$ cat src/hw/obj_pkg.sv
package obj_pkg;

    // sprite list geometry
    localparam int OBJ_COUNT = 835;
    localparam int OBJ_WORDS = 8;

    // tile and frame-buffer geometry
    localparam int TILE_ROWS  = 16;
    localparam int TILE_BEATS = 32;
    localparam int ROW_WORDS  = 4;
    localparam int PIX_W      = 6;

    typedef logic [12:0] obj_ram_addr_t;
    typedef logic [15:0] obj_word_t;
    typedef logic [9:0]  entry_idx_t;

    typedef logic [13:0] tile_code_t;
    // wraps modulo 4096
    typedef logic [11:0] coord_t;
    typedef logic [7:0]  color_t;

    // code in the upper bits, beat number in the lower five
    typedef logic [18:0] tile_addr_t;
    typedef logic [63:0] tile_beat_t;
    // pixel 0 in the lowest bits
    typedef logic [TILE_ROWS*PIX_W-1:0] tile_row_t;

    // buffer bit, line, word column
    typedef logic [15:0] fb_addr_t;
    // four 16-bit pixels, leftmost lowest
    typedef logic [63:0] fb_word_t;

    // largest drawable position
    localparam coord_t X_LIMIT = 12'd400;
    localparam coord_t Y_LIMIT = 12'd240;

endpackage
$ cat src/hw/obj_engine.sv
`timescale 1ns/1ps

module obj_engine (
    input  logic                   clk,
    input  logic                   rst_n,
    input  logic                   start,
    output logic                   ram_rd,
    output obj_pkg::obj_ram_addr_t ram_addr,
    input  obj_pkg::obj_word_t     ram_data,
    output logic                   tile_req,
    output obj_pkg::tile_addr_t    tile_addr,
    input  logic                   tile_ack,
    input  obj_pkg::tile_beat_t    tile_data,
    output logic                   fb_req,
    output obj_pkg::fb_addr_t      fb_addr,
    output obj_pkg::fb_word_t      fb_data,
    input  logic                   fb_ack,
    output logic                   busy,
    output logic                   frame_done
);
    import obj_pkg::*;

    // reader to evaluator
    logic       entry_valid, entry_ready, list_done;
    tile_code_t entry_code;
    obj_word_t  entry_attr, entry_x;
    coord_t     entry_y;

    // evaluator to fetch
    logic       job_valid, job_ready, job_buffer;
    tile_code_t job_code;
    coord_t     job_x, job_y;
    color_t     job_color;

    // fetch to writer
    logic       tile_valid, fetch_idle, tile_done, tile_buffer;
    logic [3:0] row_sel;
    tile_row_t  row_pixels;
    coord_t     tile_x, tile_y;
    color_t     tile_color;

    obj_list_reader reader_i (
        .clk, .rst_n, .start,
        .ram_rd, .ram_addr, .ram_data,
        .entry_valid, .entry_ready, .list_done,
        .entry_code, .entry_attr, .entry_x, .entry_y
    );

    obj_position_eval eval_i (
        .clk, .rst_n, .start,
        .entry_valid, .entry_ready,
        .entry_code, .entry_attr, .entry_x, .entry_y,
        .job_valid, .job_ready,
        .job_code, .job_x, .job_y, .job_color, .job_buffer
    );

    obj_tile_fetch fetch_i (
        .clk, .rst_n,
        .job_valid, .job_ready,
        .job_code, .job_x, .job_y, .job_color, .job_buffer,
        .tile_req, .tile_addr, .tile_ack, .tile_data,
        .tile_valid, .fetch_idle, .row_sel, .row_pixels, .tile_done,
        .tile_x, .tile_y, .tile_color, .tile_buffer
    );

    obj_fb_writer writer_i (
        .clk, .rst_n, .start,
        .list_done, .job_valid, .fetch_idle, .tile_valid,
        .row_sel, .row_pixels, .tile_done,
        .tile_x, .tile_y, .tile_color, .tile_buffer,
        .fb_req, .fb_addr, .fb_data, .fb_ack,
        .busy, .frame_done
    );

endmodule

$ cat src/hw/obj_fb_writer.sv
`timescale 1ns/1ps

module obj_fb_writer (
    input  logic               clk,
    input  logic               rst_n,
    input  logic               start,
    input  logic               list_done,
    input  logic               job_valid,
    input  logic               fetch_idle,
    input  logic               tile_valid,
    output logic [3:0]         row_sel,
    input  obj_pkg::tile_row_t row_pixels,
    output logic               tile_done,
    input  obj_pkg::coord_t    tile_x,
    input  obj_pkg::coord_t    tile_y,
    input  obj_pkg::color_t    tile_color,
    input  logic               tile_buffer,
    output logic               fb_req,
    output obj_pkg::fb_addr_t  fb_addr,
    output obj_pkg::fb_word_t  fb_data,
    input  logic               fb_ack,
    output logic               busy,
    output logic               frame_done
);
    import obj_pkg::*;

    typedef enum logic [1:0] {W_IDLE, W_REQ, W_DROP} state_t;

    localparam logic [3:0] LAST_ROW = 4'(TILE_ROWS - 1);
    localparam logic [1:0] LAST_COL = 2'(ROW_WORDS - 1);

    state_t     state;
    logic [1:0] col;
    logic [7:0] line;
    logic [6:0] column;
    logic       drained;

    // line and column wrap inside the buffer
    assign line    = tile_y[7:0] + {4'd0, row_sel};
    assign column  = tile_x[8:2] + {5'd0, col};
    assign fb_addr = {tile_buffer, line, column};

    always_comb begin
        for (int i = 0; i < 4; i++) begin
            fb_data[16*i +: 16] = {4'd0, tile_color[5:0], row_pixels[(4*col+i)*PIX_W +: PIX_W]};
        end
    end

    assign drained = list_done && !job_valid && fetch_idle && (state == W_IDLE);

    always_ff @(posedge clk) begin
        if (!rst_n) begin
            state     <= W_IDLE;
            row_sel   <= '0;
            col       <= '0;
            fb_req    <= 1'b0;
            tile_done <= 1'b0;
        end else begin
            tile_done <= 1'b0;
            case (state)
                W_IDLE: begin
                    // tile_valid is still up during the done pulse
                    if (tile_valid && !tile_done) begin
                        row_sel <= '0;
                        col     <= '0;
                        fb_req  <= 1'b1;
                        state   <= W_REQ;
                    end
                end
                W_REQ: begin
                    if (fb_ack) begin
                        fb_req <= 1'b0;
                        state  <= W_DROP;
                    end
                end
                W_DROP: begin
                    if (!fb_ack) begin
                        if (row_sel == LAST_ROW && col == LAST_COL) begin
                            tile_done <= 1'b1;
                            state     <= W_IDLE;
                        end else begin
                            col <= col + 2'd1;
                            if (col == LAST_COL) begin
                                row_sel <= row_sel + 4'd1;
                            end
                            fb_req <= 1'b1;
                            state  <= W_REQ;
                        end
                    end
                end
                default: state <= W_IDLE;
            endcase
        end
    end

    // frame status
    always_ff @(posedge clk) begin
        if (!rst_n) begin
            busy       <= 1'b0;
            frame_done <= 1'b0;
        end else begin
            frame_done <= 1'b0;
            if (start && !busy) begin
                busy <= 1'b1;
            end else if (frame_done) begin
                busy <= 1'b0;
            end else if (busy && drained) begin
                frame_done <= 1'b1;
            end
        end
    end

endmodule

$ cat src/hw/obj_tile_fetch.sv
`timescale 1ns/1ps

module obj_tile_fetch (
    input  logic                clk,
    input  logic                rst_n,
    input  logic                job_valid,
    output logic                job_ready,
    input  obj_pkg::tile_code_t job_code,
    input  obj_pkg::coord_t     job_x,
    input  obj_pkg::coord_t     job_y,
    input  obj_pkg::color_t     job_color,
    input  logic                job_buffer,
    output logic                tile_req,
    output obj_pkg::tile_addr_t tile_addr,
    input  logic                tile_ack,
    input  obj_pkg::tile_beat_t tile_data,
    output logic                tile_valid,
    output logic                fetch_idle,
    input  logic [3:0]          row_sel,
    output obj_pkg::tile_row_t  row_pixels,
    input  logic                tile_done,
    output obj_pkg::coord_t     tile_x,
    output obj_pkg::coord_t     tile_y,
    output obj_pkg::color_t     tile_color,
    output logic                tile_buffer
);
    import obj_pkg::*;

    typedef enum logic [1:0] {F_IDLE, F_REQ, F_DROP, F_FULL} state_t;

    localparam int HALF_W = 8 * PIX_W;
    localparam logic [4:0] LAST_BEAT = 5'(TILE_BEATS - 1);

    state_t     state;
    tile_code_t code_q;
    logic [4:0] beat;
    tile_row_t  rows [TILE_ROWS];

    // low nibble and two high bits per pixel of a 32-bit half
    function automatic logic [4*PIX_W-1:0] unpack_half(input logic [31:0] d);
        logic [4*PIX_W-1:0] px;
        for (int k = 0; k < 4; k++) begin
            px[k*PIX_W +: PIX_W] = {d[16+2*k +: 2], d[4*k +: 4]};
        end
        return px;
    endfunction

    assign tile_addr  = {code_q, beat};
    assign row_pixels = rows[row_sel];
    assign job_ready  = (state == F_IDLE);
    assign fetch_idle = (state == F_IDLE);
    assign tile_valid = (state == F_FULL);

    always_ff @(posedge clk) begin
        if (!rst_n) begin
            state    <= F_IDLE;
            tile_req <= 1'b0;
            beat     <= '0;
        end else begin
            case (state)
                F_IDLE: begin
                    if (job_valid) begin
                        beat     <= '0;
                        tile_req <= 1'b1;
                        state    <= F_REQ;
                    end
                end
                F_REQ: begin
                    if (tile_ack) begin
                        tile_req <= 1'b0;
                        state    <= F_DROP;
                    end
                end
                F_DROP: begin
                    // wait for ack to fall before the next beat
                    if (!tile_ack) begin
                        if (beat == LAST_BEAT) begin
                            state <= F_FULL;
                        end else begin
                            beat     <= beat + 5'd1;
                            tile_req <= 1'b1;
                            state    <= F_REQ;
                        end
                    end
                end
                F_FULL: begin
                    if (tile_done) begin
                        state <= F_IDLE;
                    end
                end
                default: state <= F_IDLE;
            endcase
        end
    end

    always_ff @(posedge clk) begin
        if (job_valid && job_ready) begin
            code_q      <= job_code;
            tile_x      <= job_x;
            tile_y      <= job_y;
            tile_color  <= job_color;
            tile_buffer <= job_buffer;
        end
        // even beats fill the left half of a row, odd beats the right
        if (state == F_REQ && tile_ack) begin
            if (beat[0]) begin
                rows[beat[4:1]][2*HALF_W-1:HALF_W] <=
                    {unpack_half(tile_data[63:32]), unpack_half(tile_data[31:0])};
            end else begin
                rows[beat[4:1]][HALF_W-1:0] <=
                    {unpack_half(tile_data[63:32]), unpack_half(tile_data[31:0])};
            end
        end
    end

endmodule

$ cat src/hw/obj_position_eval.sv
`timescale 1ns/1ps

module obj_position_eval (
    input  logic                clk,
    input  logic                rst_n,
    input  logic                start,
    input  logic                entry_valid,
    output logic                entry_ready,
    input  obj_pkg::tile_code_t entry_code,
    input  obj_pkg::obj_word_t  entry_attr,
    input  obj_pkg::obj_word_t  entry_x,
    input  obj_pkg::coord_t     entry_y,
    output logic                job_valid,
    input  logic                job_ready,
    output obj_pkg::tile_code_t job_code,
    output obj_pkg::coord_t     job_x,
    output obj_pkg::coord_t     job_y,
    output obj_pkg::color_t     job_color,
    output logic                job_buffer
);
    import obj_pkg::*;

    localparam entry_idx_t LAST_ENTRY = entry_idx_t'(OBJ_COUNT - 1);

    coord_t     master_x, master_y;
    coord_t     extra_x, extra_y;
    coord_t     latch_x, latch_y;
    color_t     latch_color;
    logic       draw_buffer;
    logic       frame_open;
    entry_idx_t taken;

    logic   use_scroll, use_extra;
    coord_t offs_x, offs_y;
    coord_t base_x, base_y;
    coord_t next_x, next_y;
    color_t next_color;
    logic   drop;

    // scroll flags live in the x word for both axes
    assign use_scroll = ~entry_x[15];
    assign use_extra  = ~entry_x[14];

    always_comb begin
        offs_x = '0;
        offs_y = '0;
        if (use_scroll) begin
            offs_x = master_x + (use_extra ? extra_x : 12'd0);
            offs_y = master_y + (use_extra ? extra_y : 12'd0);
        end
        base_x = entry_x[11:0] + offs_x;
        base_y = entry_y + offs_y;
        next_x = (entry_attr[14] ? latch_x : base_x) + (entry_attr[15] ? 12'd16 : 12'd0);
        next_y = (entry_attr[12] ? latch_y : base_y) + (entry_attr[13] ? 12'd16 : 12'd0);
        next_color = entry_attr[10] ? latch_color : entry_attr[7:0];
        drop = (entry_code == '0) || (next_x > X_LIMIT) || (next_y > Y_LIMIT);
    end

    // take when the job slot is empty or draining
    assign entry_ready = entry_valid && (!job_valid || job_ready);

    always_ff @(posedge clk) begin
        if (!rst_n) begin
            master_x    <= '0;
            master_y    <= '0;
            extra_x     <= '0;
            extra_y     <= '0;
            latch_x     <= '0;
            latch_y     <= '0;
            latch_color <= '0;
            draw_buffer <= 1'b1;
            frame_open  <= 1'b0;
            taken       <= '0;
            job_valid   <= 1'b0;
        end else begin
            if (start && !frame_open) begin
                frame_open  <= 1'b1;
                draw_buffer <= ~draw_buffer;
                taken       <= '0;
            end
            if (entry_ready) begin
                // latches move even for skipped entries
                if (entry_x[13]) begin
                    master_x <= base_x;
                    master_y <= base_y;
                end
                if (entry_x[12]) begin
                    extra_x <= base_x;
                    extra_y <= base_y;
                end
                latch_x     <= next_x;
                latch_y     <= next_y;
                latch_color <= next_color;
                taken       <= taken + 10'd1;
                if (taken == LAST_ENTRY) begin
                    frame_open <= 1'b0;
                end
                job_valid <= !drop;
            end else if (job_ready) begin
                job_valid <= 1'b0;
            end
        end
    end

    always_ff @(posedge clk) begin
        if (entry_ready && !drop) begin
            job_code   <= entry_code;
            job_x      <= next_x;
            job_y      <= next_y;
            job_color  <= next_color;
            job_buffer <= draw_buffer;
        end
    end

endmodule

$ cat src/hw/obj_list_reader.sv
`timescale 1ns/1ps

module obj_list_reader (
    input  logic                   clk,
    input  logic                   rst_n,
    input  logic                   start,
    output logic                   ram_rd,
    output obj_pkg::obj_ram_addr_t ram_addr,
    input  obj_pkg::obj_word_t     ram_data,
    output logic                   entry_valid,
    input  logic                   entry_ready,
    output logic                   list_done,
    output obj_pkg::tile_code_t    entry_code,
    output obj_pkg::obj_word_t     entry_attr,
    output obj_pkg::obj_word_t     entry_x,
    output obj_pkg::coord_t        entry_y
);
    import obj_pkg::*;

    typedef enum logic [1:0] {R_IDLE, R_READ, R_WAIT, R_HOLD} state_t;

    localparam entry_idx_t LAST_ENTRY = entry_idx_t'(OBJ_COUNT - 1);

    state_t     state;
    entry_idx_t entry;
    logic [1:0] rd_idx;
    logic       cap_vld;
    logic [1:0] cap_idx;

    // read slots 0..3 map to words 0, 4, 6 and 7
    function automatic obj_ram_addr_t word_addr(input entry_idx_t idx, input logic [1:0] slot);
        logic [2:0] word;
        word = {|slot, slot[1], &slot};
        return obj_ram_addr_t'(idx * OBJ_WORDS) + obj_ram_addr_t'(word);
    endfunction

    always_ff @(posedge clk) begin
        if (!rst_n) begin
            state       <= R_IDLE;
            entry       <= '0;
            rd_idx      <= '0;
            ram_rd      <= 1'b0;
            ram_addr    <= '0;
            cap_vld     <= 1'b0;
            cap_idx     <= '0;
            entry_valid <= 1'b0;
            list_done   <= 1'b0;
        end else begin
            // ram data shows up one cycle after the read
            cap_vld <= ram_rd;
            cap_idx <= rd_idx;
            case (state)
                R_IDLE: begin
                    if (start) begin
                        list_done <= 1'b0;
                        entry     <= '0;
                        rd_idx    <= '0;
                        ram_rd    <= 1'b1;
                        ram_addr  <= word_addr('0, 2'd0);
                        state     <= R_READ;
                    end
                end
                R_READ: begin
                    if (rd_idx == 2'd3) begin
                        ram_rd <= 1'b0;
                        state  <= R_WAIT;
                    end else begin
                        rd_idx   <= rd_idx + 2'd1;
                        ram_addr <= word_addr(entry, rd_idx + 2'd1);
                    end
                end
                R_WAIT: begin
                    if (cap_vld && cap_idx == 2'd3) begin
                        entry_valid <= 1'b1;
                        state       <= R_HOLD;
                    end
                end
                R_HOLD: begin
                    if (entry_ready) begin
                        entry_valid <= 1'b0;
                        if (entry == LAST_ENTRY) begin
                            list_done <= 1'b1;
                            state     <= R_IDLE;
                        end else begin
                            entry    <= entry + 10'd1;
                            rd_idx   <= '0;
                            ram_rd   <= 1'b1;
                            ram_addr <= word_addr(entry + 10'd1, 2'd0);
                            state    <= R_READ;
                        end
                    end
                end
                default: state <= R_IDLE;
            endcase
        end
    end

    // holding registers for the entry on offer
    always_ff @(posedge clk) begin
        if (cap_vld) begin
            case (cap_idx)
                2'd0:    entry_code <= ram_data[13:0];
                2'd1:    entry_attr <= ram_data;
                2'd2:    entry_x    <= ram_data;
                default: entry_y    <= ram_data[11:0];
            endcase
        end
    end

endmodule

$ cat config.mk
export PLATFORM = sky130hd
export DESIGN_NAME = obj_engine
export DESIGN_NICKNAME = d
export VERILOG_FILES = /design/src/hw/obj_pkg.sv /design/src/hw/obj_engine.sv /design/src/hw/obj_fb_writer.sv /design/src/hw/obj_tile_fetch.sv /design/src/hw/obj_position_eval.sv /design/src/hw/obj_list_reader.sv
export SDC_FILE = /design/constraint.sdc
export NUM_CORES = 2
export LEC_CHECK = 0
export CORE_AREA = 2 2 436 438
export CTS_CLUSTER_SIZE = 14
export DETAILED_ROUTE_END_ITERATION = 8
export DIE_AREA = 0 0 438 440
export DONT_BUFFER_PORTS = 1
export GPL_TIMING_DRIVEN = 0
export PLACE_DENSITY = 0.56
export SETUP_SLACK_MARGIN = 0.15
export SLEW_MARGIN = 20
export SYNTH_ARGS = -nofsm -noshare
export SYNTH_HDL_FRONTEND = slang
export SYNTH_SLANG_ARGS = --single-unit
$ cat constraint.sdc
create_clock -name clk -period 26.6 [get_ports clk]
set_clock_uncertainty 0.1 [all_clocks]
set_input_delay 2.66 -clock clk [delete_from_list [all_inputs] [get_ports clk]]
set_output_delay 2.66 -clock clk [all_outputs]
set_load 0.02 [all_outputs]
---- Word-level counts from Yosys, hierarchy flattened ----
Memories as Yosys holds them, arrays and structs flattened. A register that Yosys moved wholly into a read port is not among the register bits.
Index checks and enable logic that the tools add are counted.
cells by class
  order comparisons ....................... 2
  multiplexer cells ....................... 94
  shifts and indexed selects .............. 4
  bitwise operators ....................... 4
  eq/ne operators ......................... 34
  reduce and logical (&&, ||, !) cells .... 60
  multiply operators ...................... 4
  add/subtract/negate cells ............... 18
operators with widths
  cell                                                 number
  variable part select 96 x 33 -> 6 bit                4
  multiplier 32 x 2 -> 31 bit (second input constant)  3
  2-to-1 mux 12 bit                                    6
  2-to-1 mux 13 bit                                    4
  2-to-1 mux 10 bit                                    5
  adder 12 bit                                         4
  case mux 13 bit (3 select lines)                     1
  2-to-1 mux 2 bit                                     19
  2-to-1 mux 1 bit                                     34
  2-to-1 mux 5 bit                                     5
  AND reduction 5 bit                                  5
  adder 12 x 5 -> 12 bit                               2
  2-to-1 mux 4 bit                                     6
  AND reduction 4 bit                                  6
  != test 2 bit (second input constant)                11
  adder 10 x 1 -> 10 bit (second input constant)       2
  equality test 10 bit (second input constant)         2
  case mux 10 bit (2 select lines)                     1
  equality test 2 bit (second input constant)          9
  case mux 2 bit (4 select lines)                      2
  zero test 14 bit                                     1
  AND reduction 2 bit                                  7
  nonzero test 2 bit                                   7
  adder 13 x 3 -> 13 bit                               1
  30 further kinds                                     73
word-level totals
  register bits ........................... 280
  output and inout port bits .............. 117
  memory bits (writable) .................. 1536
  memories kept ........................... 1
  logic and storage cells ................. 265
memories
  memory        depth  width  rd ports  clocked after Yosys merged registers in  wr ports  line                  RTL
  fetch_i.rows  16     96     1         1                                        1         obj_tile_fetch.sv:37  tile_row_t rows [TILE_ROWS];

---- Logic depth before layout (Yosys ltp) ----
  depth after elaboration ................. 11
  mapped depth ............................ 24

---- By module ----
A second synthesis with hierarchy kept.
unflattened totals
  cells, all modules ...................... 3869
  area, all modules ....................... 72844.9 um2
by module, submodules not included
  module             instances  cells an instance  area an instance (um2)
  obj_tile_fetch     1          2492               59363.2
  obj_position_eval  1          907                7940.1
  obj_list_reader    1          287                3706.1
  obj_fb_writer      1          183                1835.5

---- Worst setup path after synthesis ----
Ideal clock, no wire load.
  path type ............................... register to register
  start ................................... register reader_i.entry_x[14]
  end ..................................... register eval_i.job_buffer, enable pin
  arrival time ............................ 8.006 ns
  cell stages (with the launch flop) ...... 24
  slack ................................... 17.975 ns
  library setup time ...................... 0.520 ns
  data required time ...................... 25.980 ns
  buffers on the path ..................... 2
  period minus slack after synthesis ...... 8.625 ns
  cell sequence ........................... edfxtp_1 -> clkbuf_1 -> nor2b_1 -> ha_1 -> fa_1 -> a21o_1 -> a21oi_1 -> o21bai_1 -> a21oi_1 -> o21bai_1 -> a21oi_1 -> xor2_1 -> nor2_1 -> ha_1 -> clkbuf_1 -> a21o_1 -> or3_1 -> a31o_1 -> o2111ai_1 -> a211oi_2 -> xnor2_1 -> a2111oi_2 -> nand4_1 -> nor4_1
on the way
  cells in the longest elaborated chain, start to end .. 11
ends and longest elaborated chain
  item                          line                      RTL
  from (decl)                   obj_list_reader.sv:15     output obj_pkg::obj_word_t entry_x,
  from (signal assigned)        obj_list_reader.sv:104    2'd2: entry_x <= ram_data;
  2-to-1 mux 12 bit             obj_position_eval.sv:48   offs_x = master_x + (use_extra ? extra_x : 12'd0);
  adder 12 bit                  obj_position_eval.sv:48
  2-to-1 mux 12 bit             obj_position_eval.sv:47   if (use_scroll) begin
  adder 12 bit                  obj_position_eval.sv:51   base_x = entry_x[11:0] + offs_x;
  2-to-1 mux 12 bit             obj_position_eval.sv:53   next_x = (entry_attr[14] ? latch_x : base_x) + (entry_attr[15] ? 12'd16 : 12'd0);
  adder 12 x 5 -> 12 bit        obj_position_eval.sv:53
  > comparator 12 x 9 -> 1 bit  obj_position_eval.sv:56   drop = (entry_code == '0) || (next_x > X_LIMIT) || (next_y > Y_LIMIT);
  logical OR 1 bit              obj_position_eval.sv:56
  logical OR 1 bit *            obj_position_eval.sv:56
  zero test 1 bit *             obj_position_eval.sv:106  if (entry_ready && !drop) begin
  logical AND 1 bit *           obj_position_eval.sv:106
  to (signal assigned)          obj_position_eval.sv:111  job_buffer <= draw_buffer;
  to (decl)                     obj_position_eval.sv:19   output logic job_buffer
Mark *: on every way between the ends. The rest lies on a longest branch, timed or not.
A chain may end at the register's enable or synchronous reset.

---- Worst setup path after layout ----
  start ................................... register writer_i.col[0]
  end ..................................... output port fb_data[21]
on the way
  cells in the longest elaborated chain, start to end .. 3
ends and longest elaborated chain
  item                                   line                 RTL
  from (decl)                            obj_fb_writer.sv:33  logic [1:0] col;
  from (signal assigned)                 obj_fb_writer.sv:82  col <= col + 2'd1;
  adder 4 x 1 -> 5 bit                   obj_fb_writer.sv:45  fb_data[16*i +: 16] = {4'd0, tile_color[5:0], row_pixels[(4*col+i)*PIX_W +: PIX_W]};
  multiplier 32 x 2 -> 31 bit            obj_fb_writer.sv:45
  variable part select 96 x 33 -> 6 bit  obj_fb_writer.sv:45
  to (decl)                              obj_engine.sv:16     output obj_pkg::fb_word_t fb_data,
No other way between the ends.

==> metrics <==
Max VDD drop=between 0.00004 and 0.00005 V; worst hold path type=flop to flop; CP max FO=11; met3 GRT Util=0.0512; WHS=0.318 ns; Max transition margin=0.175; Max Slew Vio Count=0; Critical Path Source=writer_i.col[0]; worst-skew pair later-pin latency=0.83 ns; WP data required=about 24 ns; worst slew pin tran=1.24 ns; die width=438 µm; Core Rows=160; Seq pwr share=0.540; Post-Synthesis Cells=3708; MaxCap Viol Count=0; clk buf depth=3; hold-fix buffers at CTS=0; slowest stage delay, CP=around 0.9 ns; final setup vio count=0; Tcrit/Tclk final=0.327; Worst-path clk slew=around 0.060 ns; cell family with most CP delay=buffers and inverters; Die Y=440 µm; register bit total from synthesis=1809; reg2reg setup slack=19.12 ns; overall routing resource usage=0.226; Net count, final=4250; Synthesis Warnings=0; first-pass GRT wire length=303000 µm; initial antenna violation count=12; vias in the first global route=approximately 39k; Fill cells=16.1k; Post-synth EDFFs=1661; Distinct cells, synth=87; commonest cells after routing, fill and taps aside=edfxtp_1 (1661), mux4_2 (512), clkbuf_16 (190); Switching Share=0.211; PostCTS Resize Cnt=0; hold path cells=0; Mapped Area=72800 µm²; I/O pins=202; DR vias=39.0k; gr ovfl total=0; Leakage Power=0.0267 µW; DRC viols=0; ANT nets after route=0; Port-buffer cells=0; Cell Chain, Critical Path=clkbuf_1, inv_2, buf_2, ha_1, clkbuf_1, clkbuf_1, a31oi_1, o22ai_1; design area=84900 µm²; WL per Instance=32.2 µm; Power Dens Cells=68.6 nW/µm²; min cycle time layout=8.70 ns; area taken by multi-input logic gates=~19000 µm²; CTS tree=built; clock network power share=0.437; Comb power frac=0.022; Post-synth top flop=edfxtp_1; most used routing layer=met2; Internal=between 4000 and 5000 µW; crit path capture type=primary output; root buffer cell=clkbuf_16; gp weighted congestion=0.859; layout cells sized above 1=0.269; Initial DRT Pass Iterations=5; most common cell after layout, fill and taps aside=edfxtp_1; CTS Buf Count=~190; worst setup path endpoint=fb_data[21]; DR vias/cell=around 5.8; Crit path top cell by count=clkbuf_1; Fin. Hold Viols=0; Worst R2R Start=reader_i.entry_x[14]; Slowest-stage cell, CP=clkbuf_1; met2 Track Usage GR=0.361; WL final=about 220000 µm; placed cell area=79000 µm²; Max Freq=0.115 GHz; Die Area=193000 µm²; largest net degree at the start of global routing=33; RSZ-0062 raised after global routing=false; synthesized area per cell=19.6 µm²; final setup TNS=0 ns; CTS HTree Levels=4; Layout Utilization=0.450; Initial DRC Count=4887; GRT met1 Usage=0.312; Starting Density=0.386; CP arrival=5.94 ns; Crit path buffers/inverters=5; NetSw=1230 µW; Seq/Total Area, Yosys=0.726; Area Overhead vs Synth=16.6%; startpoint types=flop; outcome=finished clean; critical path type=flop to primary output; post-DP HPWL=152000 µm; core region area=between 150000 and 200000 µm²; clock sinks=1809; async set or reset register ratio after synthesis=0; critical path depth=8; register area=52800 µm²; Worst Reg-to-Reg Cells=27; R2R Path End=eval_i.job_code[2]; setup bufs post-CTS=0
[per-layer routing]
| layer | wire length, µm | part of all wire |
|---|---|---|
| met1 | 88600 | 0.41 |
| met3 | 20300 | 0.093 |
| met5 | 13 | 0.000060 |
| met4 | 5820 | 0.027 |
| met2 | 103000 | 0.47 |
[power groups by stage]
stage	Sequential, µW	Combinational (µW)	Clock [µW]
CTS	3150	132	2590
finish	3150	131	2550
detailed placement	3210	132	0
global placement	3210	128	0
global route	3150	146	2700
floorplan	3200	95.0	0
[synthesized netlist by cell type (15+ instances only)]
cell type | count | area share
nand3_1 | 28 | 0.0019
mux2i_1 | 44 | 0.0060
edfxtp_1 | 1661 | 0.68
nor3_1 | 26 | 0.0018
a21oi_1 | 127 | 0.0087
a211oi_1 | 43 | 0.0044
nand2b_1 | 25 | 0.0021
mux2_2 | 15 | 0.0023
mux4_2 | 512 | 0.16
buf_4 | 47 | 0.0048
clkbuf_1 | 102 | 0.0053
ha_1 | 74 | 0.013
inv_1 | 42 | 0.0022
nor2b_1 | 46 | 0.0040
buf_1 | 24 | 0.0012
xnor2_1 | 33 | 0.0040
buf_2 | 45 | 0.0031
xor2_1 | 28 | 0.0034
nor2_1 | 194 | 0.010
o21ai_0 | 57 | 0.0039
nand2_1 | 144 | 0.0074
dfxtp_1 | 148 | 0.041
[worst min path at each step]
stage / startpoint / endpoint / slack, ns
6_report: eval_i.job_y[2] / fetch_i.tile_y[2] / 0.32
5_1_grt: eval_i.job_code[12] / fetch_i.code_q[12] / 0.32
4_1_cts: eval_i.job_code[12] / fetch_i.code_q[12] / 0.31
3_5_place_dp: eval_i.job_y[1] / fetch_i.tile_y[1] / 0.30
3_3_place_gp: eval_i.job_color[5] / fetch_i.tile_color[5] / 0.30
2_1_floorplan: eval_i.job_code[0] / fetch_i.code_q[0] / 0.30
[state kept, by name, indices dropped and copies added (netlist names), 13 cells and up, named ones only]
signal and count:
fetch_i.rows 1536, reader_i.entry_x 16, eval_i.job_code 14, reader_i.ram_addr 13, reader_i.entry_code 14, fetch_i.code_q 14
[final cells by class]
| class | instances | area share |
|---|---|---|
| Antenna cell | 4 | 0.000118 |
| Tap cell | 2511 | 0.0370 |
| Multi-Input combinational cell | 1644 | 0.224 |
| Sequential cell | 1809 | 0.622 |
| Clock inverter | 100 | 0.0109 |
| Buffer | 223 | 0.0133 |
| Inverter | 47 | 0.00208 |
| Timing Repair Buffer | 173 | 0.0317 |
| Clock buffer | 247 | 0.0590 |
[metrics by stage]
| step | power (µW) | setup slack [ns] | instances |
|---|---|---|---|
| after floorplan | 3300 | 17.97 | 3723 |
| after global placement | 3340 | 12.58 | 6234 |
| after detailed placement | 3340 | 18.83 | 6407 |
| after CTS | 5870 | 17.91 | 6754 |
| after global routing | 6000 | 17.74 | 6754 |
| final | 5830 | 17.90 | 6758 |
[kinds of logic (layout without fill, tap and decap cells)]
family,after synthesis,in the layout,synth area share
flip-flops,1809,1809,0.726
multiplexers,572,572,0.167
AND/OR/NAND/NOR,570,570,0.0378
AO/OA/AOI/OAI,345,345,0.0303
buffers and inverters,270,790,0.0176
adder cells (fa/ha/maj),80,80,0.0144
XOR/XNOR,61,61,0.00734
other,1,20,0.0000515
[worst reg2reg max path: cells and delay by family (launching register included)]
family | cells | cell delay (ns)
xor gates and xnor gates | 2 | 0.36
adders and majority gates | 3 | 1.00
DFF | 1 | 0.51
AOI/OAI and AO/OA | 11 | 2.21
and+or+nand+nor | 5 | 1.40
buffers and inverters | 6 | 1.61
(Power assumes the default switching activity.)
